$ cat src/source/fpMulPkg.sv
package fpMulPkg;

    // operand word and lane counts
    localparam int OP_W       = 256;
    localparam int LANES      = 16;   // 13-bit sub-lanes of the multiplier array
    localparam int FP32_LANES = 4;    // only the low 128 bits carry fp32 lanes

    // half precision fields
    localparam int EXP16_W = 5;
    localparam int MAN16_W = 10;
    localparam int HALF_W  = 1 + EXP16_W + MAN16_W;

    // single precision fields
    localparam int EXP32_W  = 8;
    localparam int MAN32_W  = 23;
    localparam int SINGLE_W = 1 + EXP32_W + MAN32_W;

    // output widths
    localparam int SLICE_W  = 13;     // one mantissa slice per sub-lane
    localparam int EXPSUM_W = 10;     // exp sum plus offset, no overflow

    // each fp32 product is spread over this many sub-lanes
    localparam int SUB_PER_LANE = LANES / FP32_LANES;

    // word views
    localparam int HALF_SLOTS   = OP_W / HALF_W;
    localparam int SINGLE_SLOTS = OP_W / SINGLE_W;

    // exponent offset of each partial product, in bits of shift
    localparam logic [EXPSUM_W-1:0] OFS_HH = 10'd26;  // high x high
    localparam logic [EXPSUM_W-1:0] OFS_HL = 10'd13;  // cross terms
    localparam logic [EXPSUM_W-1:0] OFS_LL = 10'd0;   // low x low

    // format select
    localparam logic [1:0] MODE_FP16 = 2'b00;
    localparam logic [1:0] MODE_FP32 = 2'b01;
    localparam logic [1:0] MODE_RSVD = 2'b10;   // former fp64 code
    localparam logic [1:0] MODE_ZERO = 2'b11;

    // one operand word, read as halves or as singles depending on mode
    typedef union packed {
        logic [HALF_SLOTS-1:0][HALF_W-1:0]     half;
        logic [SINGLE_SLOTS-1:0][SINGLE_W-1:0] single;
    } operandWord_t;

endpackage
$ cat src/source/fpMulInputStage.sv
`timescale 1ns/1ps

module fpMulInputStage
    import fpMulPkg::*;
(
    input  logic                           clk,
    input  logic                           rstn,
    input  logic                           i_valid,
    output logic                           o_inReady,
    input  logic [OP_W-1:0]                i_opA,
    input  logic [OP_W-1:0]                i_opB,
    input  logic [1:0]                     i_mode,
    output logic                           o_valid,
    input  logic                           i_outReady,
    output logic [LANES-1:0]               o_sign,
    output logic [LANES-1:0][EXPSUM_W-1:0] o_exp,
    output logic [LANES-1:0][SLICE_W-1:0]  o_manA,
    output logic [LANES-1:0][SLICE_W-1:0]  o_manB,
    output logic [1:0]                     o_mode
);

    // combinational results ahead of the register
    logic [LANES-1:0]               laneSign;
    logic [LANES-1:0][EXPSUM_W-1:0] laneExp;
    logic [LANES-1:0]               laneZero;
    logic [LANES-1:0][SLICE_W-1:0]  laneManA;
    logic [LANES-1:0][SLICE_W-1:0]  laneManB;

    signExpPath uSignExp (
        .i_opA  (i_opA),
        .i_opB  (i_opB),
        .i_mode (i_mode),
        .o_sign (laneSign),
        .o_exp  (laneExp),
        .o_zero (laneZero)
    );

    mantissaPath uMantissa (
        .i_opA  (i_opA),
        .i_opB  (i_opB),
        .i_mode (i_mode),
        .o_manA (laneManA),
        .o_manB (laneManB)
    );

    // masking plus the single handshake register
    laneOutputStage uOutStage (
        .clk        (clk),
        .rstn       (rstn),
        .i_valid    (i_valid),
        .o_inReady  (o_inReady),
        .i_outReady (i_outReady),
        .o_valid    (o_valid),
        .i_mode     (i_mode),
        .i_sign     (laneSign),
        .i_exp      (laneExp),
        .i_zero     (laneZero),
        .i_manA     (laneManA),
        .i_manB     (laneManB),
        .o_sign     (o_sign),
        .o_exp      (o_exp),
        .o_manA     (o_manA),
        .o_manB     (o_manB),
        .o_mode     (o_mode)
    );

endmodule

$ cat src/source/laneOutputStage.sv
`timescale 1ns/1ps

module laneOutputStage
    import fpMulPkg::*;
(
    input  logic                          clk,
    input  logic                          rstn,
    input  logic                          i_valid,
    output logic                          o_inReady,
    input  logic                          i_outReady,
    output logic                          o_valid,
    input  logic [1:0]                    i_mode,
    input  logic [LANES-1:0]              i_sign,
    input  logic [LANES-1:0][EXPSUM_W-1:0] i_exp,
    input  logic [LANES-1:0]              i_zero,
    input  logic [LANES-1:0][SLICE_W-1:0] i_manA,
    input  logic [LANES-1:0][SLICE_W-1:0] i_manB,
    output logic [LANES-1:0]              o_sign,
    output logic [LANES-1:0][EXPSUM_W-1:0] o_exp,
    output logic [LANES-1:0][SLICE_W-1:0] o_manA,
    output logic [LANES-1:0][SLICE_W-1:0] o_manB,
    output logic [1:0]                    o_mode
);

    logic                           clearAll;
    logic                           load;
    logic [LANES-1:0]               nextSign;
    logic [LANES-1:0][EXPSUM_W-1:0] nextExp;
    logic [LANES-1:0][SLICE_W-1:0]  nextManA;
    logic [LANES-1:0][SLICE_W-1:0]  nextManB;

    assign clearAll  = (i_mode == MODE_ZERO) || (i_mode == MODE_RSVD);
    assign o_inReady = !o_valid || i_outReady;     // empty or draining this edge
    assign load      = i_valid && o_inReady;

    always_comb begin
        nextManA = clearAll ? '0 : i_manA;
        nextManB = clearAll ? '0 : i_manB;
        for (int l = 0; l < LANES; l++) begin
            // zero operand in this lane kills sign and exponent only
            nextSign[l] = (clearAll || i_zero[l]) ? 1'b0 : i_sign[l];
            nextExp[l]  = (clearAll || i_zero[l]) ? '0 : i_exp[l];
        end
    end

    always_ff @(posedge clk or negedge rstn) begin
        if (!rstn) begin
            o_valid <= 1'b0;
            o_mode  <= MODE_ZERO;
        end else if (o_inReady) begin
            o_valid <= i_valid;
            if (i_valid) begin
                o_mode <= i_mode;
            end
        end
    end

    always_ff @(posedge clk) begin
        if (load) begin
            o_sign <= nextSign;
            o_exp  <= nextExp;
            o_manA <= nextManA;
            o_manB <= nextManB;
        end
    end

    // a stalled item must not change under the consumer
    aHoldStable: assert property (@(posedge clk) disable iff (!rstn)
        o_valid && !i_outReady |=> $stable(o_sign) && $stable(o_exp) &&
                                   $stable(o_manA) && $stable(o_manB) && $stable(o_mode))
        else $error("laneOutputStage: output changed while stalled");

    aNoDrop: assert property (@(posedge clk) disable iff (!rstn)
        o_valid && !i_outReady |=> o_valid)
        else $error("laneOutputStage: valid dropped without a transfer");

endmodule

$ cat src/source/mantissaPath.sv
`timescale 1ns/1ps

module mantissaPath
    import fpMulPkg::*;
(
    input  operandWord_t                  i_opA,
    input  operandWord_t                  i_opB,
    input  logic [1:0]                    i_mode,
    output logic [LANES-1:0][SLICE_W-1:0] o_manA,
    output logic [LANES-1:0][SLICE_W-1:0] o_manB
);

    // hidden bits, set for any nonzero exponent
    logic [LANES-1:0]                    hidA16;
    logic [LANES-1:0]                    hidB16;
    logic [FP32_LANES-1:0]               hidA32;
    logic [FP32_LANES-1:0]               hidB32;

    // per-format slices
    logic [LANES-1:0][SLICE_W-1:0]       halfA;
    logic [LANES-1:0][SLICE_W-1:0]       halfB;
    logic [FP32_LANES-1:0][SLICE_W-1:0]  hiA;
    logic [FP32_LANES-1:0][SLICE_W-1:0]  loA;
    logic [FP32_LANES-1:0][SLICE_W-1:0]  hiB;
    logic [FP32_LANES-1:0][SLICE_W-1:0]  loB;

    for (genvar i = 0; i < LANES; i++) begin : gHalf
        assign hidA16[i] = |i_opA.half[i][MAN16_W +: EXP16_W];   // each lane its own bit
        assign hidB16[i] = |i_opB.half[i][MAN16_W +: EXP16_W];
        assign halfA[i]  = SLICE_W'({hidA16[i], i_opA.half[i][MAN16_W-1:0]});
        assign halfB[i]  = SLICE_W'({hidB16[i], i_opB.half[i][MAN16_W-1:0]});
    end

    for (genvar j = 0; j < FP32_LANES; j++) begin : gSingle
        assign hidA32[j] = |i_opA.single[j][MAN32_W +: EXP32_W];
        assign hidB32[j] = |i_opB.single[j][MAN32_W +: EXP32_W];
        // high slice is hidden bit over fraction 22..13, low slice is 12..0
        assign hiA[j]    = SLICE_W'({hidA32[j], i_opA.single[j][MAN32_W-1:SLICE_W]});
        assign hiB[j]    = SLICE_W'({hidB32[j], i_opB.single[j][MAN32_W-1:SLICE_W]});
        assign loA[j]    = i_opA.single[j][SLICE_W-1:0];
        assign loB[j]    = i_opB.single[j][SLICE_W-1:0];
    end

    always_comb begin
        o_manA = '0;
        o_manB = '0;
        case (i_mode)
            MODE_FP16: begin
                o_manA = halfA;
                o_manB = halfB;
            end
            MODE_FP32: begin
                for (int s = 0; s < LANES; s++) begin
                    // a: hi hi lo lo, b: hi lo hi lo
                    o_manA[s] = (s % SUB_PER_LANE < 2) ? hiA[s / SUB_PER_LANE]
                                                       : loA[s / SUB_PER_LANE];
                    o_manB[s] = (s % 2 == 0) ? hiB[s / SUB_PER_LANE]
                                             : loB[s / SUB_PER_LANE];
                end
            end
            default: begin
                // no slices outside the two live formats
            end
        endcase
    end

    // an unknown mode would select garbage in both paths at once
    aModeKnown: assert property (@(i_mode) !$isunknown(i_mode))
        else $error("mantissaPath: mode select has unknown bits");

endmodule

$ cat src/source/signExpPath.sv
`timescale 1ns/1ps

module signExpPath
    import fpMulPkg::*;
(
    input  operandWord_t                   i_opA,
    input  operandWord_t                   i_opB,
    input  logic [1:0]                     i_mode,
    output logic [LANES-1:0]               o_sign,
    output logic [LANES-1:0][EXPSUM_W-1:0] o_exp,
    output logic [LANES-1:0]               o_zero
);

    // fp16 lane results
    logic [LANES-1:0]                     zeroA16;
    logic [LANES-1:0]                     zeroB16;
    logic [LANES-1:0]                     sign16;
    logic [LANES-1:0][EXPSUM_W-1:0]       exp16;

    // fp32 lane results, before the sub-lane offset
    logic [FP32_LANES-1:0]                zeroA32;
    logic [FP32_LANES-1:0]                zeroB32;
    logic [FP32_LANES-1:0]                sign32;
    logic [FP32_LANES-1:0][EXPSUM_W-1:0]  exp32;

    // shift offset of sub-lane k within one fp32 product
    function automatic logic [EXPSUM_W-1:0] subOffset(input int k);
        case (k)
            0:       return OFS_HH;
            1, 2:    return OFS_HL;
            default: return OFS_LL;
        endcase
    endfunction

    for (genvar i = 0; i < LANES; i++) begin : gHalf
        assign zeroA16[i] = (i_opA.half[i][MAN16_W +: EXP16_W] == '0) &&
                            (i_opA.half[i][MAN16_W-1:0] == '0);
        assign zeroB16[i] = (i_opB.half[i][MAN16_W +: EXP16_W] == '0) &&
                            (i_opB.half[i][MAN16_W-1:0] == '0);
        assign sign16[i]  = i_opA.half[i][HALF_W-1] ^ i_opB.half[i][HALF_W-1];
        assign exp16[i]   = EXPSUM_W'(i_opA.half[i][MAN16_W +: EXP16_W]) +
                            EXPSUM_W'(i_opB.half[i][MAN16_W +: EXP16_W]);
    end

    for (genvar j = 0; j < FP32_LANES; j++) begin : gSingle
        assign zeroA32[j] = (i_opA.single[j][MAN32_W +: EXP32_W] == '0) &&
                            (i_opA.single[j][MAN32_W-1:0] == '0);
        assign zeroB32[j] = (i_opB.single[j][MAN32_W +: EXP32_W] == '0) &&
                            (i_opB.single[j][MAN32_W-1:0] == '0);
        assign sign32[j]  = i_opA.single[j][SINGLE_W-1] ^ i_opB.single[j][SINGLE_W-1];
        assign exp32[j]   = EXPSUM_W'(i_opA.single[j][MAN32_W +: EXP32_W]) +
                            EXPSUM_W'(i_opB.single[j][MAN32_W +: EXP32_W]); // biases kept
    end

    always_comb begin
        o_sign = '0;
        o_exp  = '0;
        o_zero = '0;
        case (i_mode)
            MODE_FP16: begin
                o_sign = sign16;
                o_exp  = exp16;
                o_zero = zeroA16 | zeroB16;
            end
            MODE_FP32: begin
                // four sub-lanes per product, ordered hh, hl, lh, ll
                for (int s = 0; s < LANES; s++) begin
                    o_sign[s] = sign32[s / SUB_PER_LANE];
                    o_exp[s]  = exp32[s / SUB_PER_LANE] + subOffset(s % SUB_PER_LANE);
                    o_zero[s] = zeroA32[s / SUB_PER_LANE] | zeroB32[s / SUB_PER_LANE];
                end
            end
            default: begin
                // reserved and zero modes, cleared downstream anyway
            end
        endcase
    end

endmodule

$ cat config.mk
export PLATFORM = sky130hd
export DESIGN_NAME = fpMulInputStage
export DESIGN_NICKNAME = d
export VERILOG_FILES = /design/src/source/fpMulPkg.sv /design/src/source/fpMulInputStage.sv /design/src/source/laneOutputStage.sv /design/src/source/mantissaPath.sv /design/src/source/signExpPath.sv
export SDC_FILE = /design/constraint.sdc
export NUM_CORES = 1
export LEC_CHECK = 0
export ABC_AREA = 0
export BUFFER_PORTS_ARGS = -buffer_cell sky130_fd_sc_hd__buf_2
export CELL_PAD_IN_SITES_DETAIL_PLACEMENT = 1
export CELL_PAD_IN_SITES_GLOBAL_PLACEMENT = 2
export CORE_AREA = 2 2 433 435
export DETAILED_ROUTE_END_ITERATION = 6
export DIE_AREA = 0 0 435 437
export GPL_TIMING_DRIVEN = 0
export PLACE_DENSITY = 0.58
export SYNTH_ARGS = -nofsm -noshare
export SYNTH_HDL_FRONTEND = slang
export SYNTH_SLANG_ARGS = --single-unit
$ cat constraint.sdc
create_clock -name clk -period 13.6 [get_ports clk]
set_clock_uncertainty 0.15 [all_clocks]
set_input_delay 0.68 -clock clk [delete_from_list [all_inputs] [get_ports clk]]
set_output_delay 0.68 -clock clk [all_outputs]
set_load 0.02 [all_outputs]
Yosys cells after proc, flatten, opt, wreduce, memory -nomap -nowiden
Index checks and enable logic that the tools add are counted.
{"block": "op_classes", "add_sub_neg": 32, "n_eq_ne": 3, "muxes": 8, "bitwise_logic": 21, "reduce_logical": 182}
{"op": "208-bit one-hot mux with 2 select lines", "n": 2}
{"op": "10-bit logical NOT", "n": 32}
{"op": "160-bit one-hot mux with 2 select lines", "n": 1}
{"op": "23-bit logical NOT", "n": 8}
{"op": "5-bit logical NOT", "n": 32}
{"op": "5-bit OR reduction", "n": 32}
{"op": "10-bit adder", "n": 12}
{"op": "5-bit by 5-bit adder with 6-bit output", "n": 16}
{"op": "8-bit logical NOT", "n": 8}
{"op": "16-bit one-hot mux with 2 select lines", "n": 2}
{"op": "8-bit OR reduction", "n": 8}
{"op": "1-bit logical AND", "n": 41}
{"op": "8-bit by 8-bit adder with 9-bit output", "n": 4}
{"op": "10-bit two-way mux", "n": 3}
{"op": "1-bit logical OR", "n": 18}
{"op": "16-bit bitwise OR", "n": 1}
{"op": "1-bit bitwise XOR", "n": 16}
{"op": "2-bit equality test, second input constant", "n": 2}
{"op": "1-bit bitwise OR", "n": 4}
{"op": "2-bit by 1-bit equality test with 1-bit output, second input constant", "n": 1}
{"op": "2-bit logical NOT", "n": 1}
{"op": "2-bit AND reduction", "n": 1}
{"op": "1-bit logical NOT", "n": 1}
{"block": "totals", "ff_bits": 595, "input_bits": 518, "output_inout_bits": 596, "elab_cells": 312}

Logic depth before layout (Yosys ltp)
{"block": "logic_depth", "depth_word": 5, "mapped_depth": 10, "mapped_depth_nobuf": 10}

Hierarchy
A second synthesis with hierarchy kept.
{"block": "unflattened", "hier_cells": 3424, "area_unflattened_um2": 35287.6}
{"mod": "laneOutputStage", "n_inst": 1, "cells_per_inst": 1273, "area_per_inst_um2": 22029.9, "seq_area_each_um2": 17854.6}
{"mod": "signExpPath", "n_inst": 1, "cells_per_inst": 1064, "area_per_inst_um2": 7380.8, "seq_area_each_um2": 0.0}
{"mod": "mantissaPath", "n_inst": 1, "cells_per_inst": 1087, "area_per_inst_um2": 5876.9, "seq_area_each_um2": 0.0}

Least setup slack after synthesis
OpenSTA, ideal clock, no wires.
{"block": "synth_path", "kind": "input -> register", "start": "input port i_outReady", "end": "register uOutStage.o_exp[0] (netlist name) (enable)", "setup_time_ps": 884, "arrival_time_ps": 11463, "required_time_ps": 12566, "setup_slack_ps": 1103, "stages": 3, "path_buffers": 0, "cell_sequence": "nand2b_1 nand2_1 inv_1"}
{"block": "synth_between", "elab_chain_cells": 2}
{"element": "start, declared", "line_no": "fpMulInputStage.sv:14", "source": "input logic i_outReady,"}
{"element": "1-bit logical OR", "line_no": "laneOutputStage.sv:33", "source": "assign o_inReady = !o_valid || i_outReady;"}
{"element": "1-bit logical AND", "line_no": "laneOutputStage.sv:34", "source": "assign load = i_valid && o_inReady;"}
{"element": "net uOutStage.load", "line_no": "laneOutputStage.sv:26", "source": "logic load;"}
{"element": "end signal, assigned", "line_no": "laneOutputStage.sv:61", "source": "o_exp <= nextExp;"}
{"element": "end, declared", "line_no": "laneOutputStage.sv:19", "source": "output logic [LANES-1:0][EXPSUM_W-1:0] o_exp,"}
The timed path passes the listed nets, and every way through them passes these cells.
A chain may end at the register's enable or synchronous reset.

Final worst setup path
{"block": "layout_path", "start": "input port i_mode[1]", "end": "register uOutStage.o_manA[62] (netlist name), data pin"}
{"block": "layout_between", "elab_chain_cells": 2, "elab_cells_between_ends": 6, "cone_classes": "eq/ne: 3; mux: 1; reduce/logical: 2"}
{"element": "start, declared", "line_no": "fpMulInputStage.sv:12", "source": "input logic [1:0] i_mode,"}
{"element": "2-bit by 1-bit equality test with 1-bit output, or another cell as far along", "line_no": "mantissaPath.sv:47", "source": "case (i_mode)"}
{"element": "208-bit one-hot mux with 2 select lines / 1-bit logical OR (equally long branches)", "line_no": "mantissaPath.sv:47, laneOutputStage.sv:32"}
{"element": "end signal, assigned", "line_no": "laneOutputStage.sv:62", "source": "o_manA <= nextManA;"}
{"element": "end, declared", "line_no": "laneOutputStage.sv:20", "source": "output logic [LANES-1:0][SLICE_W-1:0] o_manA,"}
Parallel ways exist; a longest one is shown, timed or not.

==> results.yml <==
route:
  wl_per_cell_um: 34.5
  via_per_inst: 4.37
  drt_iter0_drc: 2178
  firstDrtPassIters: 5
  wirelength_um: 225000
  ant_nets: 0
  drc_errors: 0
  vias: 28500
cts:
  ctsResizeCount: 0
  clockRootBuffer: "clkbuf_16"
  insertion_delay_ps: 710
  clk_pin_slew_worst_paths_ps: 50
  cts_htree_levels: 3
  post-cts-setup-buffers: 0
  cts_made_buffers: 80
  cts_max_path_buffers: 3
  cts_tree: "built"
  clock-sinks: 543
pwr:
  p_leak_nw: 16.5
  ir_drop_uv: 96.7
  power_density_nw_per_um2: 133
global_routing:
  grt_max_degree: 121
  grt_util_all_layers: 0.229
  antenna_found_initial: 78
  overflow: 0
  grt_pass1_wl_um: 289000
  grt_pass1_vias: 29300
setup_path:
  worstSetupPathType: "primary input to flop"
  end_kind: "flop"
  reg2reg_depth: 5
  timing.rr.end: "uOutStage.o_manB[94]$_SDFFCE_PP0P_"
  startpoint: "i_mode[1]"
  worst-path-max-fanout: 10
  cp.required_ps: 13780
  crit_arrival_ps: 4580
  rrSetupSlack_ps: 10430
  cp-start-kind: "primary input"
  rr_startpoint: "uOutStage.o_valid$_DFFE_PN0N_"
floorplan:
  start_util: 0.156
  die_width_um: 435
  dieArea_um2: 190000
  die_h_um: 437
  pin_count: 1114
  core_um2: 185000
  num_rows: 158
yosys:
  muxShareOfSynthArea: 0.00833
  synth-compound-area-share: 0.132
  async_flop_share: 0.00552
  synth_adder_area_share: 0.0590
  synth_edf_count: 540
  netlist_instances: 2753
  ys_types: 73
  syn-cell-area_um2: 28800
  synth_ff_type: "edfxtp_1"
  ys_seq_area_frac: 0.565
  synth-simple-area-share: 0.166
  synth_top_family_by_area: "simple AND/OR/NAND/NOR gates"
  syn_avg_cell_area_um2: 10.5
  ys_ff_latch: 543
  synth-xor-area-share: 0.0325
  yosysWarnings: 0
timing:
  relSlewSlack: 0.0735
  fmax_mhz: 227
  hold_viol_final: 0
  fin_crit_ps: 4410
  fin_crit_sh: 0.324
  slew_viol_final: 0
  worstMarginPinSlew_ps: 1390
  setup_viol: 0
  setup_tns_ps: 0
  rsz0062_at_grt: "false"
worst_hold_path:
  hp-start: "i_opB[12]"
  hold_class: "primary input to flop"
  hold_depth: 2
  min_to: "uOutStage.o_manB[51]$_SDFFCE_PP0P_"
cells_and_area:
  nets: 4604
  drive_above_1_share: 0.326
  syn2layout_area_growth_pct: 40.2
  multiInputGateArea_um2: 11700
  ff_latch_area_um2: 16300
  final.fill_count: 21800
  final_core_util: 0.219
  design_area_um2: 40400
run_status:
  status: "complete, no violations"
placement:
  hpwlAfterDp_um: 189000
  routabilityCongestion: 0.927
  portBuffers: 1075
  place_area_um2: 37800
run:
  drv_cap: 0
-- sequential cells by signal, indices dropped and copies added (netlist names) --
signal,cells
uOutStage.o_manA,184
uOutStage.o_manB,184
uOutStage.o_exp,156
uOutStage.o_sign,16
uOutStage.o_mode,2
uOutStage.o_valid,1
-- worst max path at each step --
stage	endpoint	depth (start not counted)
after floorplan	uOutStage.o_exp[0]$_SDFFCE_PP0P_	3
after global placement	uOutStage.o_manB[74]$_SDFFCE_PP0P_	4
after detailed placement	uOutStage.o_manA[62]$_SDFFCE_PP0P_	6
after CTS	uOutStage.o_manA[62]$_SDFFCE_PP0P_	6
after global routing	uOutStage.o_manA[62]$_SDFFCE_PP0P_	6
final	uOutStage.o_manA[62]$_SDFFCE_PP0P_	6
-- stage by stage --
stage / power, mW / instances / worst slack [ps] / hold slack, ps
6_report: 5.37 / 6527 / 9190 / 180
5_1_grt: 5.56 / 6516 / 8850 / 154
4_1_cts: 5.45 / 6503 / 8750 / 105
3_5_place_dp: 3.27 / 6357 / 7970 / 329
3_3_place_gp: 3.33 / 6343 / -5820 / 323
2_1_floorplan: 2.68 / 2788 / 1100 / 234
-- timing repair --
item / in CTS / in global routing
hold buffers: 2 / 0
endpoints found under the setup margin: 0 / 0
hold endpoints to repair: 4 / 0
-- synthesized netlist by cell type (6+ instances only) --
cell type | instances | area (um^2)
and3_1 | 20 | 125
nor4_1 | 79 | 494
xor2_1 | 52 | 455
fa_1 | 20 | 400
edfxtp_1 | 540 | 16200
nand4_1 | 19 | 119
o21a_1 | 25 | 188
or4_1 | 25 | 188
a21oi_1 | 439 | 2200
and2_1 | 20 | 125
a21boi_0 | 6 | 45.0
nor3_1 | 46 | 230
nand3b_1 | 6 | 45.0
nand2b_1 | 12 | 75.1
ha_1 | 104 | 1300
clkbuf_1 | 128 | 480
o22ai_1 | 10 | 62.6
nor2_1 | 168 | 631
a21o_1 | 32 | 240
nor2b_1 | 21 | 131
a31oi_1 | 10 | 62.6
o21ai_0 | 46 | 230
inv_1 | 38 | 143
a211oi_1 | 13 | 97.6
a22oi_1 | 9 | 67.6
or2_2 | 7 | 43.8
nand3_1 | 27 | 135
o31ai_1 | 15 | 113
nand2_1 | 607 | 2280
xnor2_1 | 53 | 464
mux2i_1 | 24 | 240
buf_4 | 52 | 390
-- power by group --
part / switching (mW) / leakage, nW / internal [mW]
Clock: 0.907 / 1.25 / 1.24
Combinational: 0.863 / 9.93 / 0.342
Sequential: 0.0365 / 5.36 / 1.98
-- kinds of logic after synthesis --
| group | count (synthesis) |
|---|---|
| AO/OA/AOI/OAI | 653 |
| XOR/XNOR | 106 |
| adder cells (fa/ha/maj) | 124 |
| buffers and inverters | 228 |
| flip-flops | 543 |
| multiplexers | 24 |
| other | 1 |
| AND/OR/NAND/NOR | 1074 |
-- placed cells by master (no fill, tap or decap), types with 27 or more instances in the layout --
cell type / count
buf_2: 1079
nand2_1: 607
edfxtp_1: 540
a21oi_1: 439
nor2_1: 167
clkbuf_1: 139
ha_1: 104
clkbuf_16: 80
nor4_1: 72
buf_4: 55
xnor2_1: 53
xor2_1: 52
nor3_1: 45
o21ai_0: 45
inv_1: 37
conb_1: 36
a21o_1: 32
nand3_1: 27
-- worst max-delay path: stages --
cell and delay [ps]:
clkbuf_1 680, inv_1 400, nand2_1 600, clkbuf_1 870
clkbuf_1 970, o22ai_1 360
-- area by class of cell --
class / instances / share of cell area
Multi-Input combinational cell: 2017 / 0.288
Clock inverter: 46 / 0.0123
Timing Repair Buffer: 1092 / 0.140
Inverter: 39 / 0.00381
Tap cell: 2480 / 0.0767
Buffer: 189 / 0.0229
Sequential cell: 543 / 0.403
Clock buffer: 98 / 0.0512
Antenna cell: 23 / 0.00142
-- metal layers --
metal | up-vias | share of wire | GRT usage
met5 | - | 0.0011 | 0
li1 | 12400 | - | -
met4 | 38 | 0.045 | 0.0964
met1 | 14500 | 0.39 | 0.268
met2 | 1212 | 0.50 | 0.403
met3 | 341 | 0.059 | 0.0481
Note: power is estimated with default switching activity, not from simulation.
